### src/logic/exec_pkg.sv
package exec_pkg;

    // Data and pc width
    localparam int XLEN = 32;

    // Sequential pc increment
    localparam logic [XLEN-1:0] PC_STEP = 32'd4;

    // Major opcodes handled by decode
    typedef enum logic [6:0] {
        OPC_OP     = 7'b0110011,
        OPC_OP_IMM = 7'b0010011,
        OPC_LUI    = 7'b0110111,
        OPC_AUIPC  = 7'b0010111,
        OPC_JAL    = 7'b1101111,
        OPC_JALR   = 7'b1100111,
        OPC_BRANCH = 7'b1100011
    } opcode_e;

    typedef enum logic [3:0] {
        ALU_ADD,
        ALU_SUB,
        ALU_AND,
        ALU_OR,
        ALU_XOR,
        ALU_SLL,
        ALU_SRL,
        ALU_SRA,
        ALU_SLT,
        ALU_JALR,
        ALU_COPY1,
        ALU_CZERO_EQ,
        ALU_CZERO_NE
    } alu_op_e;

    typedef enum logic [2:0] {
        BR_NONE,
        BR_BEQ,
        BR_BNE,
        BR_BLT,
        BR_BGE
    } br_op_e;

    typedef enum logic {
        OP_SIGNED,
        OP_UNSIGNED
    } sign_e;

    // Control flow class, picks the next pc rule
    typedef enum logic [1:0] {
        CTL_SEQ,
        CTL_BRANCH,
        CTL_JAL,
        CTL_JALR
    } ctl_kind_e;

endpackage

### src/logic/alu.sv
module alu (
    input  exec_pkg::alu_op_e         alu_op,
    input  exec_pkg::br_op_e          br_op,
    input  exec_pkg::sign_e           sign_sel,
    input  logic [exec_pkg::XLEN-1:0] op1,
    input  logic [exec_pkg::XLEN-1:0] op2,
    output logic [exec_pkg::XLEN-1:0] alu_out,
    output logic                      branch_take
);
    import exec_pkg::*;

    function automatic logic less_than(
        input sign_e           sgn,
        input logic [XLEN-1:0] a,
        input logic [XLEN-1:0] b
    );
        if (sgn == OP_SIGNED) begin
            less_than = $signed(a) < $signed(b);
        end else begin
            less_than = a < b;
        end
    endfunction

    function automatic logic [XLEN-1:0] alu_calc(
        input alu_op_e         fun,
        input sign_e           sgn,
        input logic [XLEN-1:0] a,
        input logic [XLEN-1:0] b
    );
        logic [XLEN-1:0] sum;
        sum = a + b;
        case (fun)
            ALU_ADD:      alu_calc = sum;
            ALU_SUB:      alu_calc = a - b;
            ALU_AND:      alu_calc = a & b;
            ALU_OR:       alu_calc = a | b;
            ALU_XOR:      alu_calc = a ^ b;
            ALU_SLL:      alu_calc = a << b[4:0];
            ALU_SRL:      alu_calc = a >> b[4:0];
            ALU_SRA:      alu_calc = $unsigned($signed(a) >>> b[4:0]);
            ALU_SLT:      alu_calc = {{(XLEN-1){1'b0}}, less_than(sgn, a, b)};
            // Target address, low bit dropped
            ALU_JALR:     alu_calc = {sum[XLEN-1:1], 1'b0};
            ALU_COPY1:    alu_calc = a;
            ALU_CZERO_EQ: alu_calc = (b == '0) ? '0 : a;
            ALU_CZERO_NE: alu_calc = (b != '0) ? '0 : a;
            default:      alu_calc = '0;
        endcase
    endfunction

    function automatic logic br_calc(
        input br_op_e          fun,
        input sign_e           sgn,
        input logic [XLEN-1:0] a,
        input logic [XLEN-1:0] b
    );
        case (fun)
            BR_BEQ:  br_calc = (a == b);
            BR_BNE:  br_calc = (a != b);
            BR_BLT:  br_calc = less_than(sgn, a, b);
            BR_BGE:  br_calc = !less_than(sgn, a, b);
            default: br_calc = 1'b0;
        endcase
    endfunction

    assign alu_out     = alu_calc(alu_op, sign_sel, op1, op2);
    assign branch_take = br_calc(br_op, sign_sel, op1, op2);

endmodule

### src/logic/exec_result.sv
module exec_result (
    input  logic                      clk,
    input  logic                      arst_n,
    input  logic                      d_valid,
    output logic                      d_ready,
    input  logic [exec_pkg::XLEN-1:0] alu_out,
    input  logic                      branch_take,
    input  logic [exec_pkg::XLEN-1:0] d_pc,
    input  logic [exec_pkg::XLEN-1:0] imm,
    input  logic [4:0]                rd_addr,
    input  logic                      rd_write,
    input  exec_pkg::ctl_kind_e       ctl_kind,
    input  logic                      illegal,
    output logic                      out_valid,
    input  logic                      out_ready,
    output logic [4:0]                out_rd_addr,
    output logic                      out_rd_write,
    output logic [exec_pkg::XLEN-1:0] rd_data,
    output logic                      branch_taken,
    output logic [exec_pkg::XLEN-1:0] next_pc,
    output logic                      out_illegal
);
    import exec_pkg::*;

    logic [XLEN-1:0] pc_seq;
    logic [XLEN-1:0] pc_tgt;
    logic [XLEN-1:0] data_c;
    logic [XLEN-1:0] next_c;
    logic            taken_c;
    logic            load;

    assign pc_seq = d_pc + PC_STEP;
    assign pc_tgt = d_pc + imm;

    always_comb begin
        data_c  = alu_out;
        next_c  = pc_seq;
        taken_c = 1'b0;
        case (ctl_kind)
            CTL_JAL: begin
                data_c  = pc_seq;
                next_c  = pc_tgt;
                taken_c = 1'b1;
            end
            CTL_JALR: begin
                data_c  = pc_seq;
                next_c  = alu_out;
                taken_c = 1'b1;
            end
            CTL_BRANCH: begin
                taken_c = branch_take;
                next_c  = branch_take ? pc_tgt : pc_seq;
            end
            default: ;
        endcase
    end

    // Slot frees when empty or draining this cycle
    assign d_ready = !out_valid || out_ready;
    assign load    = d_valid && d_ready;

    always_ff @(posedge clk or negedge arst_n) begin
        if (!arst_n) begin
            out_valid <= 1'b0;
        end else if (d_ready) begin
            out_valid <= d_valid;
        end
    end

    always_ff @(posedge clk) begin
        if (load) begin
            out_rd_addr  <= rd_addr;
            out_rd_write <= rd_write;
            rd_data      <= data_c;
            branch_taken <= taken_c;
            next_pc      <= next_c;
            out_illegal  <= illegal;
        end
    end

endmodule

### src/logic/exec_unit.sv
module exec_unit (
    input  logic                      clk,
    input  logic                      arst_n,
    input  logic                      in_valid,
    output logic                      in_ready,
    input  logic [31:0]               instr,
    input  logic [exec_pkg::XLEN-1:0] pc,
    input  logic [exec_pkg::XLEN-1:0] rs1_data,
    input  logic [exec_pkg::XLEN-1:0] rs2_data,
    output logic                      out_valid,
    input  logic                      out_ready,
    output logic [4:0]                rd_addr,
    output logic                      rd_write,
    output logic [exec_pkg::XLEN-1:0] rd_data,
    output logic                      branch_taken,
    output logic [exec_pkg::XLEN-1:0] next_pc,
    output logic                      illegal
);
    import exec_pkg::*;

    // Decode stage registers
    logic            d_valid;
    logic            d_ready;
    alu_op_e         d_alu_op;
    br_op_e          d_br_op;
    sign_e           d_sign_sel;
    logic [XLEN-1:0] d_op1;
    logic [XLEN-1:0] d_op2;
    logic [XLEN-1:0] d_imm;
    logic [XLEN-1:0] d_pc;
    logic [4:0]      d_rd_addr;
    logic            d_rd_write;
    ctl_kind_e       d_ctl_kind;
    logic            d_illegal;

    logic [XLEN-1:0] alu_out;
    logic            branch_take;

    rv_decode i_rv_decode (
        .clk      (clk),
        .arst_n   (arst_n),
        .in_valid (in_valid),
        .in_ready (in_ready),
        .instr    (instr),
        .pc       (pc),
        .rs1_data (rs1_data),
        .rs2_data (rs2_data),
        .d_valid  (d_valid),
        .d_ready  (d_ready),
        .alu_op   (d_alu_op),
        .br_op    (d_br_op),
        .sign_sel (d_sign_sel),
        .op1      (d_op1),
        .op2      (d_op2),
        .imm      (d_imm),
        .d_pc     (d_pc),
        .rd_addr  (d_rd_addr),
        .rd_write (d_rd_write),
        .ctl_kind (d_ctl_kind),
        .illegal  (d_illegal)
    );

    alu i_alu (
        .alu_op      (d_alu_op),
        .br_op       (d_br_op),
        .sign_sel    (d_sign_sel),
        .op1         (d_op1),
        .op2         (d_op2),
        .alu_out     (alu_out),
        .branch_take (branch_take)
    );

    exec_result i_exec_result (
        .clk          (clk),
        .arst_n       (arst_n),
        .d_valid      (d_valid),
        .d_ready      (d_ready),
        .alu_out      (alu_out),
        .branch_take  (branch_take),
        .d_pc         (d_pc),
        .imm          (d_imm),
        .rd_addr      (d_rd_addr),
        .rd_write     (d_rd_write),
        .ctl_kind     (d_ctl_kind),
        .illegal      (d_illegal),
        .out_valid    (out_valid),
        .out_ready    (out_ready),
        .out_rd_addr  (rd_addr),
        .out_rd_write (rd_write),
        .rd_data      (rd_data),
        .branch_taken (branch_taken),
        .next_pc      (next_pc),
        .out_illegal  (illegal)
    );

endmodule

### src/logic/rv_decode.sv
module rv_decode (
    input  logic                      clk,
    input  logic                      arst_n,
    input  logic                      in_valid,
    output logic                      in_ready,
    input  logic [31:0]               instr,
    input  logic [exec_pkg::XLEN-1:0] pc,
    input  logic [exec_pkg::XLEN-1:0] rs1_data,
    input  logic [exec_pkg::XLEN-1:0] rs2_data,
    output logic                      d_valid,
    input  logic                      d_ready,
    output exec_pkg::alu_op_e         alu_op,
    output exec_pkg::br_op_e          br_op,
    output exec_pkg::sign_e           sign_sel,
    output logic [exec_pkg::XLEN-1:0] op1,
    output logic [exec_pkg::XLEN-1:0] op2,
    output logic [exec_pkg::XLEN-1:0] imm,
    output logic [exec_pkg::XLEN-1:0] d_pc,
    output logic [4:0]                rd_addr,
    output logic                      rd_write,
    output exec_pkg::ctl_kind_e       ctl_kind,
    output logic                      illegal
);
    import exec_pkg::*;

    opcode_e         opcode;
    logic [2:0]      funct3;
    logic [6:0]      funct7;
    logic [XLEN-1:0] imm_i;
    logic [XLEN-1:0] imm_u;
    logic [XLEN-1:0] imm_b;
    logic [XLEN-1:0] imm_j;
    alu_op_e         alu_op_c;
    br_op_e          br_op_c;
    sign_e           sign_c;
    logic [XLEN-1:0] op1_c;
    logic [XLEN-1:0] op2_c;
    logic [XLEN-1:0] imm_c;
    logic            rd_write_c;
    ctl_kind_e       ctl_c;
    logic            illegal_c;
    logic            accept;

    assign opcode = opcode_e'(instr[6:0]);
    assign funct3 = instr[14:12];
    assign funct7 = instr[31:25];

    assign imm_i = {{20{instr[31]}}, instr[31:20]};
    assign imm_u = {instr[31:12], 12'b0};
    assign imm_b = {{19{instr[31]}}, instr[31], instr[7], instr[30:25], instr[11:8], 1'b0};
    assign imm_j = {{11{instr[31]}}, instr[31], instr[19:12], instr[20], instr[30:21], 1'b0};

    always_comb begin
        alu_op_c   = ALU_ADD;
        br_op_c    = BR_NONE;
        sign_c     = OP_SIGNED;
        op1_c      = rs1_data;
        op2_c      = rs2_data;
        imm_c      = imm_i;
        rd_write_c = 1'b1;
        ctl_c      = CTL_SEQ;
        illegal_c  = 1'b0;
        case (opcode)
            OPC_OP: begin
                case ({funct7, funct3})
                    10'b0000000_000: alu_op_c = ALU_ADD;
                    10'b0100000_000: alu_op_c = ALU_SUB;
                    10'b0000000_001: alu_op_c = ALU_SLL;
                    10'b0000000_010: alu_op_c = ALU_SLT;
                    10'b0000000_011: begin
                        alu_op_c = ALU_SLT;
                        sign_c   = OP_UNSIGNED;
                    end
                    10'b0000000_100: alu_op_c = ALU_XOR;
                    10'b0000000_101: alu_op_c = ALU_SRL;
                    10'b0100000_101: alu_op_c = ALU_SRA;
                    10'b0000000_110: alu_op_c = ALU_OR;
                    10'b0000000_111: alu_op_c = ALU_AND;
                    // Zicond
                    10'b0000111_101: alu_op_c = ALU_CZERO_EQ;
                    10'b0000111_111: alu_op_c = ALU_CZERO_NE;
                    default:         illegal_c = 1'b1;
                endcase
            end
            OPC_OP_IMM: begin
                op2_c = imm_i;
                case (funct3)
                    3'd0: alu_op_c = ALU_ADD;
                    3'd2: alu_op_c = ALU_SLT;
                    3'd3: begin
                        alu_op_c = ALU_SLT;
                        sign_c   = OP_UNSIGNED;
                    end
                    3'd4: alu_op_c = ALU_XOR;
                    3'd6: alu_op_c = ALU_OR;
                    3'd7: alu_op_c = ALU_AND;
                    3'd1: begin
                        alu_op_c  = ALU_SLL;
                        illegal_c = (funct7 != 7'b0000000);
                    end
                    default: begin
                        // funct3 5, shift right by immediate
                        alu_op_c  = (funct7 == 7'b0100000) ? ALU_SRA : ALU_SRL;
                        illegal_c = (funct7 != 7'b0000000) && (funct7 != 7'b0100000);
                    end
                endcase
            end
            OPC_LUI: begin
                op1_c = '0;
                op2_c = imm_u;
            end
            OPC_AUIPC: begin
                op1_c = pc;
                op2_c = imm_u;
            end
            OPC_JAL: begin
                imm_c = imm_j;
                ctl_c = CTL_JAL;
            end
            OPC_JALR: begin
                alu_op_c  = ALU_JALR;
                op2_c     = imm_i;
                ctl_c     = CTL_JALR;
                illegal_c = (funct3 != 3'd0);
            end
            OPC_BRANCH: begin
                imm_c      = imm_b;
                ctl_c      = CTL_BRANCH;
                rd_write_c = 1'b0;
                sign_c     = funct3[1] ? OP_UNSIGNED : OP_SIGNED;
                case (funct3)
                    3'd0:    br_op_c = BR_BEQ;
                    3'd1:    br_op_c = BR_BNE;
                    3'd4:    br_op_c = BR_BLT;
                    3'd5:    br_op_c = BR_BGE;
                    3'd6:    br_op_c = BR_BLT;
                    3'd7:    br_op_c = BR_BGE;
                    default: illegal_c = 1'b1;
                endcase
            end
            default: illegal_c = 1'b1;
        endcase

        // Illegal words behave as a no-op that steps the pc
        if (illegal_c) begin
            br_op_c = BR_NONE;
            ctl_c   = CTL_SEQ;
        end
        if (illegal_c || instr[11:7] == 5'd0) begin
            rd_write_c = 1'b0;
        end
    end

    assign in_ready = !d_valid || d_ready;
    assign accept   = in_valid && in_ready;

    always_ff @(posedge clk or negedge arst_n) begin
        if (!arst_n) begin
            d_valid <= 1'b0;
        end else if (in_ready) begin
            d_valid <= in_valid;
        end
    end

    always_ff @(posedge clk) begin
        if (accept) begin
            alu_op   <= alu_op_c;
            br_op    <= br_op_c;
            sign_sel <= sign_c;
            op1      <= op1_c;
            op2      <= op2_c;
            imm      <= imm_c;
            d_pc     <= pc;
            rd_addr  <= instr[11:7];
            rd_write <= rd_write_c;
            ctl_kind <= ctl_c;
            illegal  <= illegal_c;
        end
    end

endmodule

### config.mk
export PLATFORM = sky130hd
export DESIGN_NAME = exec_unit
export DESIGN_NICKNAME = d
export VERILOG_FILES = /design/src/logic/exec_pkg.sv /design/src/logic/alu.sv /design/src/logic/exec_result.sv /design/src/logic/exec_unit.sv /design/src/logic/rv_decode.sv
export SDC_FILE = /design/constraint.sdc
export NUM_CORES = 1
export LEC_CHECK = 0
export BUFFER_PORTS_ARGS = -buffer_cell sky130_fd_sc_hd__buf_2
export CAP_MARGIN = 20
export CORE_MARGIN = 2
export CORE_UTILIZATION = 45
export CTS_BUF_LIST = sky130_fd_sc_hd__clkbuf_4 sky130_fd_sc_hd__clkbuf_8 sky130_fd_sc_hd__clkbuf_16
export CTS_CLUSTER_SIZE = 20
export DETAILED_ROUTE_END_ITERATION = 12
export SKIP_LAST_GASP = 1
export SYNTH_ARGS = -nofsm -noshare
export SYNTH_HDL_FRONTEND = slang
export SYNTH_HIERARCHICAL = 1
export SYNTH_SLANG_ARGS = --single-unit
### constraint.sdc
create_clock -name clk -period 10.1 [get_ports clk]
set_clock_uncertainty 0.05 [all_clocks]
set_input_delay 0.505 -clock clk [delete_from_list [all_inputs] [get_ports clk]]
set_output_delay 0.505 -clock clk [all_outputs]
set_load 0.01 [all_outputs]
==> flow_metrics.env, run 1 <==
export IMPL_start_util_pct=45.5
export IMPL_grt_pass1_wl_mm=126
export IMPL_r2r_cells=17
export IMPL_crit_path_start_kind="flip-flop"
export IMPL_cts_buffers=25
export IMPL_clkTransAtPathRegs_ns=0.06
export IMPL_slew_headroom_pct=28.0
export IMPL_endpoint_kind="flip-flop"
export IMPL_regToRegEndpoint="i_exec_result/next_pc[10]"
export IMPL_crit_family="compound AO/OA/AOI/OAI gates"
export IMPL_r2r_start="i_rv_decode/op2[2]"
export IMPL_rows=78
export IMPL_finalSetupViolations=0
export IMPL_vias=20570
export IMPL_rsz0062_at_grt="false"
export IMPL_finalCriticalPeriod_ns=6.76
export IMPL_finalSetupTns_ns=0
export IMPL_vias_per_cell=6.71
export IMPL_hold_path_endpoint="i_rv_decode/d_pc[9]"
export IMPL_ys_async_sr_fraction_pct=0.962
export IMPL_pwr_share_clk_pct=29.1
export IMPL_insertion_delay_ns=0.56
export IMPL_ys_seq_elements=208
export IMPL_numPortBuffers=205
export IMPL_wl_mm=86.6
export IMPL_cpPeakStageDelay_ns=0.68
export IMPL_max_vdd_ir_drop_uv=129
export IMPL_required_ns=10.35
export IMPL_post_route_period_util_pct=67.0
export IMPL_ff2ff_setup_slack_ns=3.34
export IMPL_synthesis_nets=2619
export IMPL_hold_depth=1
export IMPL_worstHoldStart="pc[9]"
export IMPL_cp_arrival_ns=7.01
export IMPL_synthDistinctLibCells=106
export IMPL_netlist_area_sq_um=20500
export IMPL_internal_power_mw=1.94
export IMPL_dieArea_sq_um=47400
export IMPL_cts_root_buf="clkbuf_16"
export IMPL_synth_edf_count=206
export IMPL_swShare_pct=36.6
export IMPL_cts_max_path_buffers=3
export IMPL_synth_top_area_cell="edfxtp_1"
export IMPL_synthCells=2355
export IMPL_worst_path_buf_inv=3
export IMPL_path_cells="buf_4, clkinv_1, buf_4, ha_1, o21bai_1, a211oi_1, o221ai_1, a31o_2, o21ai_0, nor3b_1, o221a_2, nor4b_1, a211o_1, nand2_1, mux2_2, nor3_1, or3b_2"
export IMPL_p_per_area_nw_per_um2=135
export IMPL_path_class="flip-flop to flip-flop"
export IMPL_setup_slack_ns=3.34
export IMPL_dr_pass1_iters=9
export IMPL_die_width_microns=218
export IMPL_grt_overflow=0
export IMPL_pre_cts_ws_ns=3.50
export IMPL_tightest_slew_ns=1.07
export IMPL_grt_pass1_vias=18935
export IMPL_p_comb_share_pct=34.4
export IMPL_final_cell_mix="nor2_1 (214), edfxtp_1 (206), buf_2 (205)"
export IMPL_synthTopCellsByArea="edfxtp_1 (30%), ha_1 (7.9%), a21oi_1 (4.8%), nor2_1 (3.9%), nand2_1 (3.7%)"
export IMPL_syn2layout_area_growth_pct=10.4
export IMPL_slew_viol_final=0
export IMPL_cts_sinks=208
export IMPL_final_area_sq_um=22700
export IMPL_layout_nets=2713
export IMPL_dpl_instance_area_sq_um=21800
export IMPL_crit_path_top_delay_cell="nor3b_1"
export IMPL_layout_commonest_cell="nor2_1"
export IMPL_seqPwrFrac_pct=36.6
export IMPL_gp_congestion=1.00
export IMPL_grt_max_degree=73
export IMPL_critical_path_max_fanout=65
export IMPL_ys_warn_count=6
export IMPL_antenna_found_initial=2
export IMPL_drt_iter0_drc=2765
export IMPL_ys_flop_type="edfxtp_1"
export IMPL_synth_top_cell_area_share_pct=30.1
export IMPL_finalHoldViolCount=0
export IMPL_cts_resized=0
export IMPL_max_cap_violations=0
export IMPL_leakagePower_nw=8.97
export IMPL_drcViolationCount=0
export IMPL_status="finished clean"
export IMPL_cts_max_level=1
export IMPL_die_height_microns=218
export IMPL_layout_drive_gt1_share_pct=16.9
export IMPL_syn_mean_instance_area_sq_um=8.72
export IMPL_ios=206
export IMPL_dp_hpwl_mm=67.2
export IMPL_cts_tree="built"
export IMPL_core_area_sq_um=45200
export IMPL_hold_path_class="primary input to flip-flop"
export IMPL_grt_usage_pct=35.5
export IMPL_wl_per_cell_microns=28.2
export IMPL_cp_common_cell="buf_4"
export IMPL_detail_route_antenna_nets=0
export IMPL_ys_seq_area_share_pct=30.4
export IMPL_max_clock_freq_ghz=0.148
export IMPL_power_switching_mw=1.12
power by group through the flow:
stage	logic, mW	registers, mW	clock network, mW
final	1.05	1.12	0.888
after CTS	1.02	1.12	0.903
after global placement	1.01	1.13	0
after detailed placement	1.02	1.13	0
after global routing	1.12	1.12	0.934
after floorplan	0.665	1.12	0
worst max-delay path by stage:
stage	cells past startpoint	start	slack, ns	end
floorplan	21	i_rv_decode/op2[2]	4.91	i_exec_result/next_pc[10]
global placement	17	i_rv_decode/op2[2]	3.65	i_exec_result/next_pc[10]
detailed placement	17	i_rv_decode/op2[2]	3.50	i_exec_result/next_pc[10]
CTS	17	i_rv_decode/op2[2]	3.46	i_exec_result/next_pc[10]
global route	17	i_rv_decode/op2[2]	3.04	i_exec_result/next_pc[10]
finish	17	i_rv_decode/op2[2]	3.34	i_exec_result/next_pc[10]
routing by layer:
layer	GRT usage, %	vias to the layer above	wire [microns]
met5	0	-	13
met1	50.8	10008	37400
met3	5.80	148	8380
met2	54.3	1204	37500
met4	12.0	2	3370
li1	-	9208	-
worst register-to-register path: cells and delay by family (launching register included):
| kind | cells | cell delay [ns] |
|---|---|---|
| simple gates | 5 | 1.72 |
| flops | 1 | 0.32 |
| fa+ha+maj | 1 | 0.55 |
| compound gates | 7 | 2.13 |
| buf+inv | 3 | 1.07 |
| mux | 1 | 0.67 |
final cells by class:
type	count	area [sq um]
repair buffers	246	1340
well taps	600	751
diodes	1	2.50
clock buffers	32	678
clock inverters	12	130
flip-flops and latches	208	6240
fillers	4334	22500
inverters	119	447
multi-input cells	1849	13100
synthesized netlist by cell type, types with 15 or more instances:
library cell	number
a211oi_1	34
a21o_1	34
a21oi_1	199
a221o_1	38
a221oi_1	32
a22o_1	40
a22oi_1	18
a31oi_1	25
buf_1	15
buf_2	24
clkbuf_1	123
edfxtp_1	206
ha_1	129
inv_1	116
mux2_2	49
mux2i_1	71
mux4_2	27
nand2_1	202
nand2b_1	24
nand3_1	53
nand4_1	26
nor2_1	214
nor2b_1	18
nor3_1	54
nor4_1	28
o211ai_1	29
o21a_1	19
o21ai_0	140
o21bai_1	21
o221ai_1	20
o22ai_1	18
o31ai_1	17
or3_1	17
xnor2_1	29
xor2_1	18
stage by stage:
| step | utilization (%) | power [mW] | cells | hold slack, ns |
|---|---|---|---|---|
| floorplan | - | 1.78 | 2355 | 0.159 |
| global placement | 48.3 | 2.15 | 3019 | 0.241 |
| detailed placement | 48.3 | 2.15 | 3019 | 0.244 |
| CTS | 50.2 | 3.04 | 3064 | 0.0780 |
| global route | 50.2 | 3.18 | 3066 | 0.0830 |
| finish | 50.2 | 3.06 | 3067 | 0.0950 |
what timing repair did:
action / in CTS / in global routing
hold endpoints to repair: 2 / 0
hold buffers: 1 / 0
setup buffers: 0 / 0
flip-flops by register name, indices dropped and copies added (netlist names), 2 cells and up:
| register | count |
|---|---|
| i_exec_result/next_pc | 32 |
| i_exec_result/out_rd_addr | 5 |
| i_rv_decode/op2 | 32 |
| i_rv_decode/alu_op | 4 |
| i_rv_decode/op1 | 32 |
| i_rv_decode/imm | 21 |
| i_rv_decode/d_pc | 32 |
| i_rv_decode/br_op | 3 |
| i_rv_decode/ctl_kind | 2 |
| i_exec_result/rd_data | 32 |
| i_rv_decode/rd_addr | 5 |
kinds of logic (layout without fill, tap and decap cells):
group / count (synthesis) / after routing / synth area share, %
AOI/OAI and AO/OA: 807 / 807 / 27.6
adders and majority gates: 132 / 132 / 8.15
and+or+nand+nor: 715 / 715 / 16.8
muxes: 148 / 148 / 9.18
DFF: 208 / 208 / 30.4
xor gates and xnor gates: 47 / 47 / 2.00
other: 0 / 1 / 0
buffers and inverters: 298 / 409 / 5.97
Note: power is estimated with default switching activity, not from simulation.
==> inputs of run 2 (changes only) <==
==> constraint.sdc (replaced) <==
create_clock -name clk -period 6.4 [get_ports clk]
set_clock_uncertainty 0.05 [all_clocks]
set_input_delay 0.32 -clock clk [delete_from_list [all_inputs] [get_ports clk]]
set_output_delay 0.32 -clock clk [all_outputs]
set_load 0.01 [all_outputs]
==> run 2 against run 1 <==
Core utilization up 1.2 points. Setup slack worse by 2.8 ns. Fmax up 16%. Clock power up 66%. Worst hold slack worse by 0.071 ns. Flip-flop and latch count unchanged. Largest power group unchanged.
==> flow_metrics.env, run 2 (synthesized netlist as in run 1, its figures left out) <==
export IMPL_status="finished clean"
export IMPL_ff2ff_setup_slack_ns=0.57
export IMPL_dr_pass1_iters=7
export IMPL_finalSetupViolations=0
export IMPL_drt_iter0_drc=2877
export IMPL_max_vdd_ir_drop_uv=194
export IMPL_cts_root_buf="clkbuf_16"
export IMPL_layout_drive_gt1_share_pct=16.9
export IMPL_drcViolationCount=0
export IMPL_core_area_sq_um=45200
export IMPL_antenna_found_initial=6
export IMPL_worst_path_buf_inv=2
export IMPL_grt_usage_pct=37.1
export IMPL_vias=20844
export IMPL_insertion_delay_ns=0.58
export IMPL_crit_family="compound AO/OA/AOI/OAI gates"
export IMPL_die_width_microns=218
export IMPL_cts_resized=0
export IMPL_cts_max_level=1
export IMPL_grt_pass1_wl_mm=131
export IMPL_wl_mm=90.1
export IMPL_cts_buffers=26
export IMPL_vias_per_cell=6.67
export IMPL_ios=206
export IMPL_dp_hpwl_mm=68.7
export IMPL_cp_arrival_ns=6.09
export IMPL_syn2layout_area_growth_pct=13.1
export IMPL_tightest_slew_ns=1.08
export IMPL_numPortBuffers=205
export IMPL_cts_sinks=208
export IMPL_final_cell_mix="nor2_1 (214), edfxtp_1 (206), buf_2 (205)"
export IMPL_detail_route_antenna_nets=0
export IMPL_clkTransAtPathRegs_ns=0.06
export IMPL_rsz0062_at_grt="false"
export IMPL_required_ns=6.67
export IMPL_max_clock_freq_ghz=0.172
export IMPL_layout_nets=2768
export IMPL_instances_no_fill=3124
export IMPL_gp_congestion=1.02
export IMPL_finalPower_mw=4.93
export IMPL_dieArea_sq_um=47400
export IMPL_cts_max_path_buffers=3
export IMPL_endpoint_kind="flip-flop"
export IMPL_startpoint="i_rv_decode/op1[2]"
export IMPL_grt_overflow=0
export IMPL_r2r_start="i_rv_decode/op1[2]"
export IMPL_grt_max_degree=85
export IMPL_final_core_util_pct=51.4
export IMPL_dp_cells=3024
export IMPL_finalCriticalPeriod_ns=5.83
export IMPL_path_class="flip-flop to flip-flop"
export IMPL_die_height_microns=218
export IMPL_layout_commonest_cell="nor2_1"
export IMPL_p_per_area_nw_per_um2=212
export IMPL_critical_path_max_fanout=26
export IMPL_leakagePower_nw=9.21
export IMPL_whs_ns=0.0235
export IMPL_cts_tree="built"
export IMPL_hold_path_class="primary input to flip-flop"
export IMPL_cpPeakStageDelay_ns=0.72
export IMPL_crit_path_top_delay_cell="mux2_2"
export IMPL_slew_viol_final=0
export IMPL_crit_path_start_kind="flip-flop"
export IMPL_path_cells="inv_1, ha_1, o21bai_1, a211oi_1, o221ai_1, a31o_2, o21ai_0, nor3b_1, buf_4, o221a_2, nor4b_1, a211o_1, nand2_1, mux2_2, nor3_1, or3b_2"
export IMPL_finalSetupTns_ns=0
export IMPL_finalHoldViolCount=0
export IMPL_start_util_pct=45.5
export IMPL_rows=78
export IMPL_grt_pass1_vias=19261
export IMPL_max_cap_violations=0
export IMPL_cts_setup_buffers=0
export IMPL_post_route_period_util_pct=91.0
export IMPL_worstHoldStart="rs2_data[28]"
export IMPL_wl_per_cell_microns=28.8
export IMPL_slew_headroom_pct=27.8
run 2: path summary, 6_finish.rpt:
| check | depth (start not counted) | to |
|---|---|---|
| setup / recovery | 16 | i_exec_result/next_pc[10] |
| hold / removal | 2 | i_rv_decode/op2[28] |
| setup reg to reg | 16 | i_exec_result/next_pc[10] |
| hold reg to reg | 0 | i_exec_result/out_rd_write |
| max in group asynchronous | 3 | i_exec_result/out_valid |
| min in group asynchronous | 3 | i_rv_decode/d_valid |
run 2: repair_timing:
item / in CTS / in global routing
setup endpoints to repair: 0 / 0
hold endpoints to repair: 49 / 0
hold buffers: 49 / 0
run 2: worst register-to-register path, cell delays in order (launching register included):
cell	delay [ns]
edfxtp_1	0.53
inv_1	0.13
ha_1	0.45
o21bai_1	0.15
a211oi_1	0.43
o221ai_1	0.33
a31o_2	0.36
o21ai_0	0.39
nor3b_1	0.26
buf_4	0.16
o221a_2	0.27
nor4b_1	0.07
a211o_1	0.27
nand2_1	0.45
mux2_2	0.72
nor3_1	0.11
or3b_2	0.45
run 2: cell type report:
type	instances	area [sq um]
antenna	2	5.00
clock buffer	28	666
clock inverter	18	180
fill	4305	21900
inverter	119	447
multi-input combinational	1849	13100
sequential	208	6240
tap	600	751
timing repair buffer	300	1860
run 2: stage by stage:
step | area (sq um) | setup slack, ns
6_report | 23200 | 0.575
5_1_grt | 23200 | 0.336
4_1_cts | 23200 | 0.714
3_5_place_dp | 21900 | 0.752
3_3_place_gp | 21900 | 0.849
2_1_floorplan | 20500 | 1.21
run 2: routing by layer:
layer,track usage (%),vias up,share of wire [%]
met2,55.4,1284,43
met4,16.8,8,5.3
met1,51.6,10014,41
met5,0,-,0.066
li1,-,9325,-
met3,7.55,213,10
run 2: where the power goes:
group | internal [mW] | leakage, nW | switching, mW
clock | 0.839 | 0.411 | 0.631
sequential | 1.65 | 2.01 | 0.108
combinational | 0.606 | 6.79 | 1.10
total | 3.09 | 9.21 | 1.84
